--- config.mk ---
export PLATFORM = sky130hd
export DESIGN_NAME = divUnit
export DESIGN_NICKNAME = d
export VERILOG_FILES = /design/src/rtl/divPkg.sv /design/src/rtl/divDecode.sv /design/src/rtl/divResult.sv /design/src/rtl/divUnit.sv /design/src/rtl/divider.sv
export SDC_FILE = /design/constraint.sdc
export NUM_CORES = 1
export LEC_CHECK = 0
export BUFFER_PORTS_ARGS = -buffer_cell sky130_fd_sc_hd__buf_2
export CAP_MARGIN = 20
export CORE_AREA = 2 2 247 298
export CTS_CLUSTER_DIAMETER = 200
export DETAILED_ROUTE_END_ITERATION = 8
export DIE_AREA = 0 0 249 300
export GPL_ROUTABILITY_DRIVEN = 0
export PLACE_DENSITY_LB_ADDON = 0.25
export SYNTH_ARGS = -nofsm -noshare
export SYNTH_HDL_FRONTEND = slang
export SYNTH_HIERARCHICAL = 1
export SYNTH_SLANG_ARGS = --single-unit
export TNS_END_PERCENT = 5
--- constraint.sdc ---
create_clock -name clk -period 14.9 [get_ports clk]
set_clock_uncertainty 0.15 [all_clocks]
set_input_delay 2.235 -clock clk [delete_from_list [all_inputs] [get_ports clk]]
set_output_delay 2.235 -clock clk [all_outputs]
set_load 0.05 [all_outputs]
--- src/rtl/divPkg.sv ---
// Divide unit shared definitions
`default_nettype none

package divPkg;

	// ============================================================
	// Widths
	// ============================================================

	// Operand, quotient and remainder width
	localparam int divWidth = 64;

	// One operand, quotient or remainder word
	typedef logic [divWidth-1:0] word_t;

	// Request function code
	typedef logic [2:0] func_t;

	// Iteration counter, holds divWidth plus one without wrapping
	typedef logic [7:0] cnt_t;

	// ============================================================
	// Function codes
	// ============================================================

	// Quotient forms
	// Signed by signed
	localparam func_t FuncDiv = 3'd0;
	// Unsigned by unsigned
	localparam func_t FuncDivu = 3'd1;
	// Signed dividend, unsigned divisor
	localparam func_t FuncDivsu = 3'd2;

	// Remainder forms, same signedness order as above
	localparam func_t FuncMod = 3'd3;
	localparam func_t FuncModu = 3'd4;
	localparam func_t FuncModsu = 3'd5;

	// Codes 6 and 7 are not assigned and get flagged as illegal

	// ============================================================
	// Divider FSM
	// ============================================================

	// DivIdle waits for ld
	// DivRun does the iterations plus the sign step
	// DivDone presents the answer for one cycle
	typedef enum logic [1:0] {
		DivIdle,
		DivRun,
		DivDone
	} divState_t;

endpackage

`default_nettype wire

--- src/rtl/divDecode.sv ---
// Divide request decode
`timescale 1ns/1ns
`default_nettype none

module divDecode (
	input  wire logic          clk,
	input  wire logic          rst,
	input  wire logic          reqValid,
	output logic               reqReady,
	input  wire divPkg::func_t reqFunc,
	input  wire divPkg::word_t reqA,
	input  wire divPkg::word_t reqB,
	input  wire logic          abort,
	input  wire logic          idle,
	input  wire logic          resFree,
	output logic               ld,
	output logic               sgn,
	output logic               sgnus,
	output divPkg::word_t      a,
	output divPkg::word_t      b,
	output logic               selRem,
	output logic               illegal,
	output logic               issueIllegal
);
	import divPkg::*;

	// Holding slot for one accepted request
	logic  slotValid;
	func_t slotFunc;
	word_t slotA;
	word_t slotB;

	// Decoded controls of the slot contents
	logic decSgn;
	logic decSgnus;
	logic decRem;
	logic decIll;

	logic issue;
	// Remainder select of the operation now in the divider
	logic remIssued;

	always_comb begin
		case (slotFunc)
			FuncDiv:   {decSgn, decSgnus, decRem, decIll} = 4'b1000;
			FuncDivu:  {decSgn, decSgnus, decRem, decIll} = 4'b0000;
			FuncDivsu: {decSgn, decSgnus, decRem, decIll} = 4'b0100;
			FuncMod:   {decSgn, decSgnus, decRem, decIll} = 4'b1010;
			FuncModu:  {decSgn, decSgnus, decRem, decIll} = 4'b0010;
			FuncModsu: {decSgn, decSgnus, decRem, decIll} = 4'b0110;
			default:   {decSgn, decSgnus, decRem, decIll} = 4'b0001;
		endcase
	end

	// Issue needs an idle divider and an empty result slot
	// Nothing goes out in an abort cycle since the slot is being flushed
	assign issue = slotValid && idle && resFree && !abort;
	assign ld = issue && !decIll;
	// Illegal codes bypass the divider entirely
	assign issueIllegal = issue && decIll;

	// Slot empty means the next request can come in
	assign reqReady = !slotValid;

	assign sgn = decSgn;
	assign sgnus = decSgnus;
	assign a = slotA;
	assign b = slotB;
	assign illegal = decIll;
	// Held from ld until the next ld, so still valid at done
	assign selRem = remIssued;

	always_ff @(posedge clk) begin
		if (rst) begin
			slotValid <= 1'b0;
			remIssued <= 1'b0;
		end else begin
			if (issue || abort) begin
				slotValid <= 1'b0;
			end
			// A request taken in the abort cycle is new and survives the flush
			if (reqValid && reqReady) begin
				slotValid <= 1'b1;
			end
			if (ld) begin
				remIssued <= decRem;
			end
		end
	end

	// Request payload
	always_ff @(posedge clk) begin
		if (reqValid && reqReady) begin
			slotFunc <= reqFunc;
			slotA <= reqA;
			slotB <= reqB;
		end
	end

endmodule

`default_nettype wire

--- src/rtl/divResult.sv ---
// Divide result holding slot
`timescale 1ns/1ns
`default_nettype none

module divResult (
	input  wire logic          clk,
	input  wire logic          rst,
	input  wire logic          done,
	input  wire divPkg::word_t qo,
	input  wire divPkg::word_t ro,
	input  wire logic          dvByZr,
	input  wire logic          selRem,
	input  wire logic          illegal,
	input  wire logic          issueIllegal,
	output logic               resFree,
	output logic               resValid,
	input  wire logic          resReady,
	output divPkg::word_t      resData,
	output logic               resDivByZero,
	output logic               resIllegal
);
	import divPkg::*;

	// Quotient or remainder, picked by the issued function
	word_t selWord;

	assign selWord = selRem ? ro : qo;

	// New work is only issued into an empty slot
	assign resFree = !resValid;

	// ============================================================
	// Handshake and flags
	// ============================================================

	// done and issueIllegal never overlap, both need resFree at issue
	always_ff @(posedge clk) begin
		if (rst) begin
			resValid <= 1'b0;
			resDivByZero <= 1'b0;
			resIllegal <= 1'b0;
		end else if (done) begin
			resValid <= 1'b1;
			resDivByZero <= dvByZr;
			resIllegal <= 1'b0;
		end else if (issueIllegal) begin
			resValid <= 1'b1;
			resDivByZero <= 1'b0;
			resIllegal <= illegal;
		end else if (resValid && resReady) begin
			// Consumed
			resValid <= 1'b0;
			resDivByZero <= 1'b0;
			resIllegal <= 1'b0;
		end
	end

	// Result word, zero for an illegal code
	always_ff @(posedge clk) begin
		if (done) begin
			resData <= selWord;
		end else if (issueIllegal) begin
			resData <= '0;
		end
	end

endmodule

`default_nettype wire

--- src/rtl/divUnit.sv ---
// Integer divide unit top
`timescale 1ns/1ns
`default_nettype none

module divUnit (
	input  wire logic          clk,
	input  wire logic          rst,
	input  wire logic          abort,
	input  wire logic          reqValid,
	output logic               reqReady,
	input  wire divPkg::func_t reqFunc,
	input  wire divPkg::word_t reqA,
	input  wire divPkg::word_t reqB,
	output logic               resValid,
	input  wire logic          resReady,
	output divPkg::word_t      resData,
	output logic               resDivByZero,
	output logic               resIllegal
);
	import divPkg::*;

	// Decode to divider
	logic  ld;
	logic  sgn;
	logic  sgnus;
	word_t a;
	word_t b;
	logic  idle;

	// Decode to result
	logic selRem;
	logic illegal;
	logic issueIllegal;
	logic resFree;

	// Divider to result
	word_t qo;
	word_t ro;
	logic  dvByZr;
	logic  done;

	// ============================================================
	// Request decode, one pending slot
	// ============================================================

	divDecode i_decode (
		.clk(clk), .rst(rst),
		.reqValid(reqValid), .reqReady(reqReady), .reqFunc(reqFunc),
		.reqA(reqA), .reqB(reqB), .abort(abort),
		.idle(idle), .resFree(resFree),
		.ld(ld), .sgn(sgn), .sgnus(sgnus), .a(a), .b(b),
		.selRem(selRem), .illegal(illegal), .issueIllegal(issueIllegal)
	);

	// Shift-subtract core
	divider i_divider (
		.clk(clk), .rst(rst), .ld(ld), .abort(abort),
		.sgn(sgn), .sgnus(sgnus), .a(a), .b(b),
		.qo(qo), .ro(ro), .dvByZr(dvByZr), .done(done), .idle(idle)
	);

	// Output slot with back-pressure
	divResult i_result (
		.clk(clk), .rst(rst),
		.done(done), .qo(qo), .ro(ro), .dvByZr(dvByZr),
		.selRem(selRem), .illegal(illegal), .issueIllegal(issueIllegal),
		.resFree(resFree), .resValid(resValid), .resReady(resReady),
		.resData(resData), .resDivByZero(resDivByZero), .resIllegal(resIllegal)
	);

endmodule

`default_nettype wire

--- src/rtl/divider.sv ---
// Restoring integer divider
`timescale 1ns/1ns
`default_nettype none

module divider (
	input  wire logic          clk,
	input  wire logic          rst,
	input  wire logic          ld,
	input  wire logic          abort,
	input  wire logic          sgn,
	input  wire logic          sgnus,
	input  wire divPkg::word_t a,
	input  wire divPkg::word_t b,
	output divPkg::word_t      qo,
	output divPkg::word_t      ro,
	output logic               dvByZr,
	output logic               done,
	output logic               idle
);
	import divPkg::*;

	divState_t state;
	// Iterations left, zero selects the sign step
	cnt_t cnt;

	// ============================================================
	// Operand magnitudes
	// ============================================================

	logic  aNeg;
	logic  bNeg;
	word_t aMag;
	word_t bMag;

	// Dividend sign counts for both signed forms
	assign aNeg = (sgn || sgnus) && a[divWidth-1];
	// Divisor is only signed in the fully signed form
	assign bNeg = sgn && b[divWidth-1];
	// Most negative value maps onto itself, fine as unsigned magnitude
	assign aMag = aNeg ? -a : a;
	assign bMag = bNeg ? -b : b;

	// ============================================================
	// Datapath
	// ============================================================

	// Quotient shifts in from the right, dividend bits shift out the top
	word_t q;
	// Partial remainder
	word_t r;
	// Divisor magnitude
	word_t bb;
	// Output signs recorded at ld
	logic qNeg;
	logic rNeg;

	// Partial remainder with the next dividend bit appended
	logic [divWidth:0] rs;
	logic [divWidth:0] sub;
	logic              fits;
	word_t             rNext;

	assign rs = {r, q[divWidth-1]};
	assign sub = rs - {1'b0, bb};
	assign fits = rs >= {1'b0, bb};
	// Restoring step, keep the old value when the divisor doesn't fit
	// A zero divisor always fits, so q ends all ones and r ends as the dividend
	assign rNext = fits ? sub[divWidth-1:0] : rs[divWidth-1:0];

	assign idle = state == DivIdle;
	// Result registers are stable for this whole cycle
	assign done = state == DivDone;

	// ============================================================
	// FSM
	// ============================================================

	always_ff @(posedge clk) begin
		if (rst) begin
			state <= DivIdle;
			cnt <= '0;
			dvByZr <= 1'b0;
		end else begin
			case (state)
				DivIdle: begin
					if (ld && !abort) begin
						q <= aMag;
						bb <= bMag;
						r <= '0;
						qNeg <= aNeg ^ bNeg;
						// Remainder follows the dividend
						rNeg <= aNeg;
						dvByZr <= b == '0;
						cnt <= cnt_t'(divWidth);
						state <= DivRun;
					end
				end
				DivRun: begin
					if (abort) begin
						// Drop the operation, no done for it
						cnt <= '0;
						state <= DivIdle;
					end else if (cnt != '0) begin
						q <= {q[divWidth-2:0], fits};
						r <= rNext;
						cnt <= cnt - 1'b1;
					end else begin
						// Sign step
						qo <= qNeg ? -q : q;
						ro <= rNeg ? -r : r;
						state <= DivDone;
					end
				end
				DivDone: begin
					state <= DivIdle;
				end
				default: begin
					state <= DivIdle;
				end
			endcase
		end
	end

endmodule

`default_nettype wire

==> run summary <==
Die boundary height -> 300 µm
Area of the mapped netlist -> 0.02850 mm²
Register-to-Register Path Depth -> 11
Final worst path period need -> 4986 ps
Worst hold path stage count -> 2
DRC violation count after routing -> 0
Final count of negative-setup-slack endpoints -> 0
Max Cap Violations -> 0
Number of antenna violations at the first check in global routing -> 1
Launching element type of the critical path -> primary input
Power share of the sequential group -> 51.3%
Worst endpoint required time -> 14980 ps
Pin slew with the least headroom to its limit -> 1068 ps
Final net count -> 2926
Leakage component of the power -> 11.24 nW
Detailed placement HPWL -> 52.93 mm
Number of enable flip-flop cells after synthesis -> 517
Largest vdd supply drop -> 0.07748 mV
Clock sink count -> 533
Full die area -> 0.07470 mm²
Nature of the critical path endpoint -> register
Setup total negative slack -> 0 ps
Largest cells by area after synthesis -> sky130_fd_sc_hd__edfxtp_1, sky130_fd_sc_hd__xnor2_1, sky130_fd_sc_hd__nand2_1
Hold Vio Cnt, Final -> 0
Unrepaired setup endpoints after global routing -> false
Worst Hold Slack -> 351.4 ps
TritonCTS buffer count -> 57
Min-Delay Path Class -> reg -> reg
Total vias in the final route -> 20171
Type of the worst setup path -> in -> reg
Initial Utilization -> 39.72%
Max-slew violations -> 0
Sequential element share of the synthesized area -> 55.60%
Filler Cells Inserted -> 6627
Count of nets left with antenna violations after detail routing -> 0
GRT Resource Usage Total -> 18.73%
Crit path arrival time -> 5070 ps
Reg2reg start -> i_divider/r[26]
Clk network pwr share -> 43.4%
Critical path peak fanout -> 67
Floorplan die width -> 249 µm
Number of placed I/O pins -> 204
Commonest cells in the synthesized netlist -> sky130_fd_sc_hd__edfxtp_1, sky130_fd_sc_hd__nand2_1, sky130_fd_sc_hd__xnor2_1
Top-count cell post-synth -> sky130_fd_sc_hd__edfxtp_1
Number of buffers inserted by port buffering -> 203
Highest Clock Rate -> 200.6 MHz
Nets in the synthesized netlist -> 2759
Standard-cell row count -> 108
R2R setup slack -> 10060 ps
WHS Endpoint -> i_result/resDivByZero
Later-pin clock latency in the skew report -> 640 ps
Number of hold-repair buffers added at the cts stage -> 0
Core Box Area -> 0.07175 mm²
Cell internal power dissipation -> 2.579 mW
Synth Register Bits -> 533
Max clock buf depth -> 3
Overall power after layout -> 3.336 mW
Startpoint of the tightest hold check path -> i_divider/dvByZr
Syn-to-layout area delta -> 13.45%
Power Density -> 103.2 mW/mm²
Outcome -> finished clean
Clk pin slew, worst setup/hold paths -> 60 ps
Number of global-route vias before repair -> 19678
Number of resized instances in the post-cts repair step -> 0
Number of setup buffers added after CTS -> 0
CTS tree -> built
Initial DRC count -> 1530
Global-route wire length before repair -> 110.3 mm
Period utilisation layout -> 33.46%
Ys Warns -> 6
Distinct cell type count after synthesis -> 79
Pre-Repair DR Iteration Count -> 5
Remaining max-slew budget at the tightest pin -> 28.80%
Avg WL per Cell -> 19.51 µm
Sw frac -> 22.70%
Ant. Diodes -> 0
Switching pwr -> 0.7572 mW
Number of vias per cell -> 5.446
Fraction of final layout cells sized beyond drive strength 1 -> 13.18%
Cells after Synth -> 2553
Reg2Reg Capture Point -> i_divider/r[63]
Combinational share of power -> 5.4%
Global route overflow -> 0
Maximum number of pins on one net before global-route repair -> 107
Proportion of synthesized flip-flops having asynchronous set or reset -> 0%
Cell taking the most area after synthesis -> sky130_fd_sc_hd__edfxtp_1
Most used DFF post-synth -> sky130_fd_sc_hd__edfxtp_1
Area fraction of the dominant cell type after synthesis -> 54.47%
Clock root cell -> sky130_fd_sc_hd__clkbuf_16
H-Tree Level Count -> 2
Wirelength, routed -> 72.28 mm
Mean Syn Cell Area -> 11.16 µm²
-- metal layers --
layer | GRT usage (%) | wire length, µm | vias to the layer above | part of all wire (%)
met5 | 0 | 0 | - | 0
met4 | 7.273 | 2636 | 0 | 3.6
met3 | 2.476 | 3020 | 150 | 4.2
met2 | 33.87 | 36930 | 594 | 51
met1 | 22.65 | 29700 | 9704 | 41
li1 | - | - | 9723 | -
-- how the worst max path moves through the flow --
stage | depth (start not counted) | endpoint | from
global placement | 8 | i_divider/r[48] | abort
finish | 8 | i_divider/r[49] | abort
global route | 8 | i_divider/r[47] | abort
CTS | 8 | i_divider/r[48] | abort
floorplan | 2 | i_divider/qo[0] | abort
detailed placement | 8 | i_divider/r[49] | abort
-- flip-flops by register name, summed over array words and instances, names as in the netlist, 3 cells and up --
| register | count |
|---|---|
| i_decode/a | 64 |
| i_decode/b | 64 |
| i_decode/slotFunc | 3 |
| i_divider/bb | 64 |
| i_divider/cnt | 8 |
| i_divider/q | 64 |
| i_divider/qo | 64 |
| i_divider/r | 64 |
| i_divider/ro | 64 |
| i_result/resData | 64 |
-- through the flow --
step / setup slack [ps] / instances / util, % / instance area [µm²]
2_1_floorplan: 4669 / 2553 / - / 28510
3_3_place_gp: 9363 / 3595 / 42.34 / 30380
3_5_place_dp: 9288 / 3595 / 42.34 / 30380
4_1_cts: 9932 / 3703 / 45.02 / 32300
5_1_grt: 9723 / 3704 / 45.06 / 32330
6_report: 9914 / 3704 / 45.06 / 32330
-- worst max-delay path: stages --
cell and delay, ps:
sky130_fd_sc_hd__buf_2 170, sky130_fd_sc_hd__nand4b_2 260, sky130_fd_sc_hd__nor2_1 120, sky130_fd_sc_hd__nor2b_1 220, sky130_fd_sc_hd__nand2_1 220, sky130_fd_sc_hd__a21oi_4 160, sky130_fd_sc_hd__buf_4 630, sky130_fd_sc_hd__buf_4 880
-- power by group through the flow --
stage | logic, mW | registers [mW] | clock network, mW
finish | 0.179 | 1.71 | 1.45
global route | 0.199 | 1.71 | 1.55
CTS | 0.180 | 1.71 | 1.49
detailed placement | 0.180 | 1.74 | 0
global placement | 0.176 | 1.74 | 0
floorplan | 0.120 | 1.74 | 0
-- cell usage in the layout, fill, tap and decap left out, drive strengths merged, types with 40 or more instances in the layout --
cell type	synthesis	routed
xnor2	221	221
mux2i	68	68
inv	109	111
nor3	40	40
ha	69	69
edfxtp	517	517
buf	19	224
or3	45	45
nor2	128	128
clkbuf	97	65
o21ai	182	182
nor2b	81	81
a21oi	173	173
nand2	265	265
xor2	86	86
o31ai	64	64
-- cell families (layout without fill, tap and decap cells) --
logic type / after synthesis / count (layout) / synth area share [%]
AND/OR/NAND/NOR: 772 / 772 / 13.73
AO/OA/AOI/OAI: 577 / 577 / 12.46
flip-flops: 533 / 533 / 55.60
XOR/XNOR: 307 / 307 / 9.435
buffers and inverters: 225 / 441 / 3.253
adder cells (fa/ha/maj): 70 / 70 / 3.099
multiplexers: 69 / 69 / 2.428
-- final cells by class --
| cell class | count | area [µm²] | area share, % |
|---|---|---|---|
| clock buffer | 65 | 1478 | 4.570 |
| clock inverter | 43 | 449.2 | 1.389 |
| inverter | 109 | 409.1 | 1.265 |
| multi-input combinational | 1795 | 11780 | 36.45 |
| sequential | 533 | 15850 | 49.02 |
| tap | 935 | 1170 | 3.618 |
| timing repair buffer | 224 | 1194 | 3.692 |
No activity file was read; power rests on OpenSTA's default activity.
